[config.mk]
export PLATFORM = sky130hd
export DESIGN_NAME = cic_interp
export DESIGN_NICKNAME = d
export VERILOG_FILES = /design/src/cic_rate_pkg.sv /design/src/cic_sig_pkg.sv /design/src/cic_comb_chain.sv /design/src/cic_int_shifter.sv /design/src/cic_integrator_chain.sv /design/src/cic_interp.sv /design/src/cic_interp_ctrl.sv
export SDC_FILE = /design/constraint.sdc
export NUM_CORES = 1
export LEC_CHECK = 0
export ABC_CLOCK_PERIOD_IN_PS = 6700
export BUFFER_PORTS_ARGS = -buffer_cell sky130_fd_sc_hd__buf_2
export CAP_MARGIN = 5
export CELL_PAD_IN_SITES_DETAIL_PLACEMENT = 1
export CELL_PAD_IN_SITES_GLOBAL_PLACEMENT = 1
export CORE_ASPECT_RATIO = 1.4
export CORE_MARGIN = 10
export CORE_UTILIZATION = 43
export CTS_CLUSTER_DIAMETER = 80
export CTS_CLUSTER_SIZE = 40
export DETAILED_ROUTE_END_ITERATION = 6
export HOLD_SLACK_MARGIN = 0.03
export PLACE_DENSITY_LB_ADDON = 0.1
export SYNTH_ARGS = -nofsm -noshare
export SYNTH_HDL_FRONTEND = slang
export SYNTH_HIERARCHICAL = 1
export SYNTH_SLANG_ARGS = --single-unit
export TNS_END_PERCENT = 20
[constraint.sdc]
create_clock -name clock -period 6.7 [get_ports clock]
set_clock_uncertainty 0.2 [all_clocks]
set_input_delay 1.005 -clock clock [delete_from_list [all_inputs] [get_ports clock]]
set_output_delay 1.005 -clock clock [all_outputs]
set_load 0.005 [all_outputs]
[src/cic_rate_pkg.sv]
// filter order, rate limits and rate types of the CIC interpolator, referenced by scoped name
package cic_rate_pkg;

	// filter order N, same count of combs and integrators
	localparam int num_stages = 4;

	// largest supported ratio is 128
	localparam int log2_max_rate = 7;

	// gain of the ratio to the power N, minus one stage that the comb growth covers
	localparam int max_bitgain = (num_stages - 1) * log2_max_rate;

	// smallest usable rate setting, ratio of 4
	localparam int min_rate = 3;

	// interpolation ratio minus one
	typedef logic [7:0] rate_t;

	// shift applied by the gain correction
	typedef logic [4:0] gain_t;

endpackage

[src/cic_sig_pkg.sv]
// sample, comb and accumulator widths of the CIC interpolator datapath, referenced by scoped name
package cic_sig_pkg;

	// width of one sample entering or leaving the filter
	localparam int sample_w = 16;

	// comb stages grow one bit each
	// four stages on top of the sample width
	localparam int comb_w = 20;

	// integrators must carry the full bit gain of the largest ratio
	// 16 bits of sample plus 21 bits of growth
	localparam int acc_w = 37;

	// one input or output sample
	typedef logic [sample_w-1:0] sample_t;

	// one comb stage result at the low rate
	typedef logic [comb_w-1:0] comb_t;

	// one integrator register at the high rate
	typedef logic [acc_w-1:0] acc_t;

endpackage

[src/cic_comb_chain.sv]
// low-rate differentiator half of the CIC interpolator, four comb stages advanced by data request
module cic_comb_chain (
	input  logic                clock,
	input  logic                rst_n,
	input  logic                enable,
	input  logic                data_req,
	input  cic_sig_pkg::sample_t signal_in,
	output cic_sig_pkg::comb_t   comb_out
);

	// previous input of each stage
	cic_sig_pkg::comb_t delay_q [cic_rate_pkg::num_stages];

	// difference output of each stage
	cic_sig_pkg::comb_t diff_q [cic_rate_pkg::num_stages];

	// input of each stage
	// stage zero sees the sample, the others the stage before
	cic_sig_pkg::comb_t stage_in [cic_rate_pkg::num_stages];

	always_comb begin
		// sign extend the sample into the comb width
		stage_in[0] = {{(cic_sig_pkg::comb_w - cic_sig_pkg::sample_w){signal_in[cic_sig_pkg::sample_w-1]}},
			signal_in};
		for (int k = 1; k < cic_rate_pkg::num_stages; k++) begin
			stage_in[k] = diff_q[k-1];
		end
	end

	// all stages update together on a request
	// a sample needs four requests to reach the last stage
	always_ff @(posedge clock) begin
		if (!rst_n || !enable) begin
			for (int k = 0; k < cic_rate_pkg::num_stages; k++) begin
				delay_q[k] <= '0;
				diff_q[k]  <= '0;
			end
		end else if (data_req) begin
			for (int k = 0; k < cic_rate_pkg::num_stages; k++) begin
				delay_q[k] <= stage_in[k];
				// x[n] - x[n-1], wraps in the comb width
				diff_q[k]  <= stage_in[k] - delay_q[k];
			end
		end
	end

	// last stage feeds the upsampler
	assign comb_out = diff_q[cic_rate_pkg::num_stages-1];

endmodule

[src/cic_int_shifter.sv]
// gain correction of the CIC interpolator that picks sixteen integrator bits by the ratio's bit gain
module cic_int_shifter (
	input  cic_rate_pkg::rate_t  rate,
	input  cic_sig_pkg::acc_t    signal_in,
	output cic_sig_pkg::sample_t signal_out
);

	// bit gain of a ratio R for an order N filter
	// powers of two give exactly (N-1)*log2(R)
	// other ratios use the rounded band of the same growth
	// unsupported ratios fall back to the largest shift
	function automatic cic_rate_pkg::gain_t bit_gain(input cic_rate_pkg::rate_t ratio);
		cic_rate_pkg::gain_t gain;
		case (ratio) inside
			4:   gain = cic_rate_pkg::gain_t'(2 * (cic_rate_pkg::num_stages - 1));
			8:   gain = cic_rate_pkg::gain_t'(3 * (cic_rate_pkg::num_stages - 1));
			16:  gain = cic_rate_pkg::gain_t'(4 * (cic_rate_pkg::num_stages - 1));
			32:  gain = cic_rate_pkg::gain_t'(5 * (cic_rate_pkg::num_stages - 1));
			64:  gain = cic_rate_pkg::gain_t'(6 * (cic_rate_pkg::num_stages - 1));
			128: gain = cic_rate_pkg::gain_t'(7 * (cic_rate_pkg::num_stages - 1));

			// bands between the powers
			5:         gain = 5'd7;
			6:         gain = 5'd8;
			7:         gain = 5'd9;
			[9:10]:    gain = 5'd10;
			[11:12]:   gain = 5'd11;
			[13:15]:   gain = 5'd12;
			[17:20]:   gain = 5'd13;
			[21:25]:   gain = 5'd14;
			[26:31]:   gain = 5'd15;
			[33:40]:   gain = 5'd16;
			[41:50]:   gain = 5'd17;
			[51:63]:   gain = 5'd18;
			[65:80]:   gain = 5'd19;
			[81:101]:  gain = 5'd20;

			default:   gain = cic_rate_pkg::gain_t'(cic_rate_pkg::max_bitgain);
		endcase
		return gain;
	endfunction

	// interpolation ratio
	// wraps to zero for rate 255
	cic_rate_pkg::rate_t ratio;

	// shift that cancels the filter gain
	cic_rate_pkg::gain_t shift;

	assign ratio = rate + cic_rate_pkg::rate_t'(1);
	assign shift = bit_gain(ratio);

	// one fixed slice per shift value
	// truncates with no rounding or saturation
	always_comb begin
		case (shift)
			// power of two ratios
			5'd6:  signal_out = signal_in[6  +: cic_sig_pkg::sample_w];
			5'd9:  signal_out = signal_in[9  +: cic_sig_pkg::sample_w];
			5'd12: signal_out = signal_in[12 +: cic_sig_pkg::sample_w];
			5'd15: signal_out = signal_in[15 +: cic_sig_pkg::sample_w];
			5'd18: signal_out = signal_in[18 +: cic_sig_pkg::sample_w];

			// band entries
			5'd7:  signal_out = signal_in[7  +: cic_sig_pkg::sample_w];
			5'd8:  signal_out = signal_in[8  +: cic_sig_pkg::sample_w];
			5'd10: signal_out = signal_in[10 +: cic_sig_pkg::sample_w];
			5'd11: signal_out = signal_in[11 +: cic_sig_pkg::sample_w];
			5'd13: signal_out = signal_in[13 +: cic_sig_pkg::sample_w];
			5'd14: signal_out = signal_in[14 +: cic_sig_pkg::sample_w];
			5'd16: signal_out = signal_in[16 +: cic_sig_pkg::sample_w];
			5'd17: signal_out = signal_in[17 +: cic_sig_pkg::sample_w];
			5'd19: signal_out = signal_in[19 +: cic_sig_pkg::sample_w];
			5'd20: signal_out = signal_in[20 +: cic_sig_pkg::sample_w];

			// ratio 128 and every unsupported ratio
			// top sixteen bits of the accumulator
			default: signal_out = signal_in[cic_rate_pkg::max_bitgain +: cic_sig_pkg::sample_w];
		endcase
	end

endmodule

[src/cic_integrator_chain.sv]
// high-rate half of the CIC interpolator, zero stuffing followed by four integrators
module cic_integrator_chain (
	input  logic               clock,
	input  logic               rst_n,
	input  logic               enable,
	input  logic               sample_strobe,
	input  logic               inject,
	input  cic_sig_pkg::comb_t comb_out,
	output cic_sig_pkg::acc_t  integ_out
);

	// accumulators, stage zero first
	cic_sig_pkg::acc_t integ_q [cic_rate_pkg::num_stages];

	// comb result widened to the accumulator
	cic_sig_pkg::acc_t comb_ext;

	// upsampler output
	// one real sample per period, zeros in between
	cic_sig_pkg::acc_t stuffed;

	assign comb_ext = {{(cic_sig_pkg::acc_w - cic_sig_pkg::comb_w){comb_out[cic_sig_pkg::comb_w-1]}},
		comb_out};

	assign stuffed = inject ? comb_ext : '0;

	// every stage adds the old value of the stage before it
	// so all four move at one edge and several samples are in flight
	// sums wrap modulo 2^acc_w, which the combs undo
	always_ff @(posedge clock) begin
		if (!rst_n || !enable) begin
			for (int k = 0; k < cic_rate_pkg::num_stages; k++) begin
				integ_q[k] <= '0;
			end
		end else if (sample_strobe) begin
			integ_q[0] <= integ_q[0] + stuffed;
			for (int k = 1; k < cic_rate_pkg::num_stages; k++) begin
				integ_q[k] <= integ_q[k] + integ_q[k-1];
			end
		end
	end

	// full-width result, gain still uncorrected
	assign integ_out = integ_q[cic_rate_pkg::num_stages-1];

endmodule

[src/cic_interp.sv]
// top of the fixed order-four CIC interpolator for a transmit path, one sample in per data request
module cic_interp (
	input  logic                 clock,
	input  logic                 rst_n,
	input  logic                 enable,
	// ratio minus one, only changed while enable is low
	input  cic_rate_pkg::rate_t  rate,
	// one pulse per output sample
	input  logic                 sample_strobe,
	// valid whenever data_req is high
	input  cic_sig_pkg::sample_t signal_in,
	output logic                 data_req,
	output cic_sig_pkg::sample_t signal_out
);

	// comb result goes into the upsampler on this strobe
	logic inject;

	// last comb stage
	cic_sig_pkg::comb_t comb_out;

	// last integrator, full growth
	cic_sig_pkg::acc_t integ_out;

	// period counter, owns the ratio timing
	cic_interp_ctrl cic_interp_ctrl_inst (
		.clock         (clock),
		.rst_n         (rst_n),
		.enable        (enable),
		.sample_strobe (sample_strobe),
		.rate          (rate),
		.data_req      (data_req),
		.inject        (inject)
	);

	// differentiators at the input rate
	cic_comb_chain cic_comb_chain_inst (
		.clock     (clock),
		.rst_n     (rst_n),
		.enable    (enable),
		.data_req  (data_req),
		.signal_in (signal_in),
		.comb_out  (comb_out)
	);

	// zero stuffing and integrators at the output rate
	cic_integrator_chain cic_integrator_chain_inst (
		.clock         (clock),
		.rst_n         (rst_n),
		.enable        (enable),
		.sample_strobe (sample_strobe),
		.inject        (inject),
		.comb_out      (comb_out),
		.integ_out     (integ_out)
	);

	// gain correction back to sixteen bits
	cic_int_shifter cic_int_shifter_inst (
		.rate       (rate),
		.signal_in  (integ_out),
		.signal_out (signal_out)
	);

endmodule

[src/cic_interp_ctrl.sv]
// interpolation rhythm of the CIC filter, derives data request and comb injection from the strobe
module cic_interp_ctrl (
	input  logic                clock,
	input  logic                rst_n,
	input  logic                enable,
	input  logic                sample_strobe,
	input  cic_rate_pkg::rate_t rate,
	output logic                data_req,
	output logic                inject
);

	// position inside one interpolation period
	// counts 0 .. rate, one step per high-rate strobe
	cic_rate_pkg::rate_t phase;

	// phase at the end of the period
	logic phase_last;

	// phase decodes
	logic phase_zero;
	logic phase_one;

	assign phase_last = (phase == rate);
	assign phase_zero = (phase == '0);
	assign phase_one  = (phase == cic_rate_pkg::rate_t'(1));

	// phase counter
	// held at zero while disabled so the first strobe after enable asks for data
	always_ff @(posedge clock) begin
		if (!rst_n || !enable) begin
			phase <= '0;
		end else if (sample_strobe) begin
			if (phase_last) begin
				// wrap back, a new input sample is due
				phase <= '0;
			end else begin
				phase <= phase + cic_rate_pkg::rate_t'(1);
			end
		end
	end

	// request a new input sample on the strobe that opens each period
	// same cycle as the strobe, so the comb chain loads at this edge
	// enable keeps the request quiet while strobes run on a stopped filter
	assign data_req = enable && sample_strobe && phase_zero;

	// the strobe after a request is the one that feeds the new comb result
	// all other strobes of the period stuff zeros into the integrators
	assign inject = phase_one;

endmodule

==> out/results.ini <==
[floorplan]
die_h_um = 316
num_rows = 108
core_um2 = 62000
dieArea_um2 = 73200
start_util = 0.434
die_x_um = 231
io_pins = 45

[worst_setup_path]
critical_path_required_ps = 5490
crit_family = simple AND/OR/NAND/NOR gates
slowest_delay_ps = 580
crit_type = in2out
cp-start-kind = input pin
cp-end-kind = primary output
cp_slowest_cell = and3_1
cp_max_fo = 13
critPathArrivalTime_ps = 5160
crit_buf_inv = 3
crit_chain = buf_2 > ha_1 > buf_4 > xor2_1 > mux2i_1 > a21oi_4 > o31ai_2 > nand2_1 > o41ai_4 > and3_1 > and2_1 > a22oi_1 > and3_1 > a31oi_1 > buf_2

[timing]
finalCritPeriodShare = 0.951
fmax_mhz = 157
min_period_ps = 6370
maxSlewHeadroom = 0.276
fin_setup_tns_ps = 0
drv_slew = 0
worst_slack_ps = 330
rsz0062_at_grt = no
worst_pin_slew_ps = 1060
report.final.hold_viol_count = 0
setup_viol = 0

[finish]
nNetsFinal = 3185
area_growth_pct = 7.28
antennaDiodeCount = 0
layout-drive-gt1-share = 0.0791
fill_cells = 7141

[pwr]
swShare = 0.337
clkPwrFrac = 0.324
internal-power_uw = 3610
comb_power_share = 0.243
switching_power_uw = 1840
ir_worst_vdd_mv = 0.213
p_leak_uw = 0.0118
power.density_nw_per_um2 = 189
design_power_total_uw = 5450
pwr-share-seq = 0.433

[synth]
synth-seq-cells = 312
avgSynthCellArea_um2 = 9.07
synth_area_um2 = 26900
synth_edf_count = 304
synth_cell_types = 133
ys_warn_count = 6
seq_area_frac_synth = 0.345
synth_ff_type = edfxtp_1
syn_inst = 2967
syn_nets = 3211
async_reset_ff_frac = 0

[clock_network]
holdBufCountCts = 0
cts-root-buf = clkbuf_16
clk_pin_slew_ps = 80
worstSkewPairLatency_ps = 590
cts_resized = 0
cts.sinks = 312
max-clock-path-buffers = 3
cts_tree = done
postCtsSetupBuffers = 0
htree_levels = 1
cts_buffers = 26

[grt]
grt_pass1_vias = 25024
track_usage = 0.221
grt_start_max_net_pins = 157
grt_antenna_before_repair = 0
grt_pass1_wl_um = 132000
globalRouteOverflowTotal = 0

[drt]
wire_per_inst_um = 21.7
num_vias = 23064
finalWirelength_um = 82100
drtPass1Iterations = 4
avgViaCountPerCell = 6.09
ant_nets = 0
first_iter_violations = 1114
remaining_drc_errors = 0

[run_status]
outcome = complete, no violations

[placed_design]
port_buffers = 44
place_congestion = 0.948
place_ws_ps = 385
dpl.hpwl_um = 62800

[worst_hold_path]
worstHoldPathType = reg2reg

[run]
cap_violations = 0

[synth_stat cells, drive strengths merged, types with 8 or more instances]
| cell type | n | share of area |
|---|---|---|
| a2111oi | 10 | 0.0056 |
| nor2 | 301 | 0.042 |
| a21boi | 18 | 0.0052 |
| nor4 | 16 | 0.0045 |
| edfxtp | 304 | 0.34 |
| o21ai | 131 | 0.025 |
| o31a | 14 | 0.0046 |
| a31oi | 38 | 0.0093 |
| a211o | 9 | 0.0029 |
| nor3 | 114 | 0.023 |
| a211oi | 32 | 0.0091 |
| inv | 140 | 0.020 |
| and2 | 122 | 0.028 |
| o211ai | 19 | 0.0059 |
| o31ai | 14 | 0.0053 |
| nand3 | 75 | 0.014 |
| a21oi | 221 | 0.042 |
| a22o | 24 | 0.0078 |
| or3 | 17 | 0.0041 |
| and4 | 10 | 0.0033 |
| nor3b | 21 | 0.0073 |
| xor2 | 59 | 0.019 |
| fa | 8 | 0.0059 |
| nor2b | 23 | 0.0056 |
| a22oi | 34 | 0.010 |
| ha | 208 | 0.097 |
| mux2i | 25 | 0.0093 |
| o2111ai | 9 | 0.0036 |
| a221oi | 11 | 0.0036 |
| and3 | 37 | 0.0086 |
| o22ai | 9 | 0.0026 |
| nand2 | 194 | 0.027 |
| nand4 | 47 | 0.011 |
| xnor2 | 107 | 0.035 |
| dfxtp | 8 | 0.0059 |
| nand2b | 39 | 0.0091 |
| buf | 50 | 0.012 |
| o21bai | 35 | 0.0098 |
| a21o | 124 | 0.035 |
| o21a | 51 | 0.014 |
| clkbuf | 91 | 0.013 |
| or2 | 18 | 0.0042 |
[routing by layer]
layer | up-vias | wire length (um) | share of wire | GRT usage
li1 | 11008 | - | - | -
met1 | 11430 | 29900 | 0.36 | 0.217
met2 | 424 | 46300 | 0.56 | 0.452
met3 | 202 | 2060 | 0.025 | 0.0181
met4 | 0 | 3830 | 0.047 | 0.105
met5 | - | 0 | 0 | 0
[state kept, by name, summed over array words and instances (netlist names)]
name and count:
cic_comb_chain_inst/diff_q 80, cic_comb_chain_inst/delay_q 76, cic_interp_ctrl_inst/phase 8, cic_integrator_chain_inst/integ_q 148
[power groups by stage]
stage | clock (uW) | sequential, uW | combinational, uW
final | 1770 | 2360 | 1320
after global routing | 1880 | 2380 | 1460
after CTS | 1820 | 2360 | 1330
after detailed placement | 0 | 2410 | 1320
after global placement | 0 | 2400 | 1280
after floorplan | 0 | 2350 | 988
[worst paths after layout]
check                                                      start                                                endpoint  slack, ps  depth (start not counted)
setup reg to reg      cic_interp_ctrl_inst/phase[1]$_SDFFE_PP0P_  cic_integrator_chain_inst/integ_q[0][30]$_SDFFCE_PN0P_       2090                         15
hold reg to reg   cic_comb_chain_inst/diff_q[1][7]$_SDFFCE_PN0P_         cic_comb_chain_inst/delay_q[2][7]$_SDFFCE_PN0P_        350                          1
hold / removal    cic_comb_chain_inst/diff_q[1][7]$_SDFFCE_PN0P_         cic_comb_chain_inst/delay_q[2][7]$_SDFFCE_PN0P_        350                          1
setup / recovery                                         rate[0]                                           signal_out[3]        330                         15
[per-stage QoR]
stage / area (um^2) / std cells / utilization / hold WS, ps
final: 28900 / 3785 / 0.466 / 355
after floorplan: 26900 / 2967 / - / 327
after detailed placement: 27900 / 3738 / 0.450 / 346
after CTS: 28900 / 3785 / 0.466 / 363
after global placement: 27900 / 3738 / 0.450 / 335
after global routing: 28900 / 3785 / 0.466 / 382
[logic make-up (layout without fill, tap and decap cells)]
family,Yosys count,in the layout,share of synthesized area
AOI/OAI and AO/OA,900,900,0.239
xor gates and xnor gates,166,166,0.0546
adders and majority gates,216,216,0.103
buffers and inverters,282,275,0.0453
DFF,312,312,0.345
muxes,31,31,0.0118
and+or+nand+nor,1060,1060,0.202
[cells in the final DEF, fill, tap and decap left out, types with 44 or more instances in the layout]
cell / n
inv_1: 140
nand3_1: 71
o21a_1: 50
nor2_1: 299
xor2_1: 59
xnor2_1: 105
nand2_1: 193
nand4_1: 45
a21o_1: 122
buf_2: 44
ha_1: 208
and2_1: 120
edfxtp_1: 304
o21ai_0: 118
a21oi_1: 215
nor3_1: 108
[final cells by class]
type                            count  area (um^2)  area share
Clock inverter                     19          297      0.0103
Inverter                          140          526      0.0182
Tap cell                          825         1030      0.0357
Clock buffer                       28          679      0.0235
Sequential cell                   312         9290       0.322
Timing Repair Buffer               88          613      0.0212
Multi-Input combinational cell   2373        16400       0.569
No activity file was read; power rests on OpenSTA's default activity.
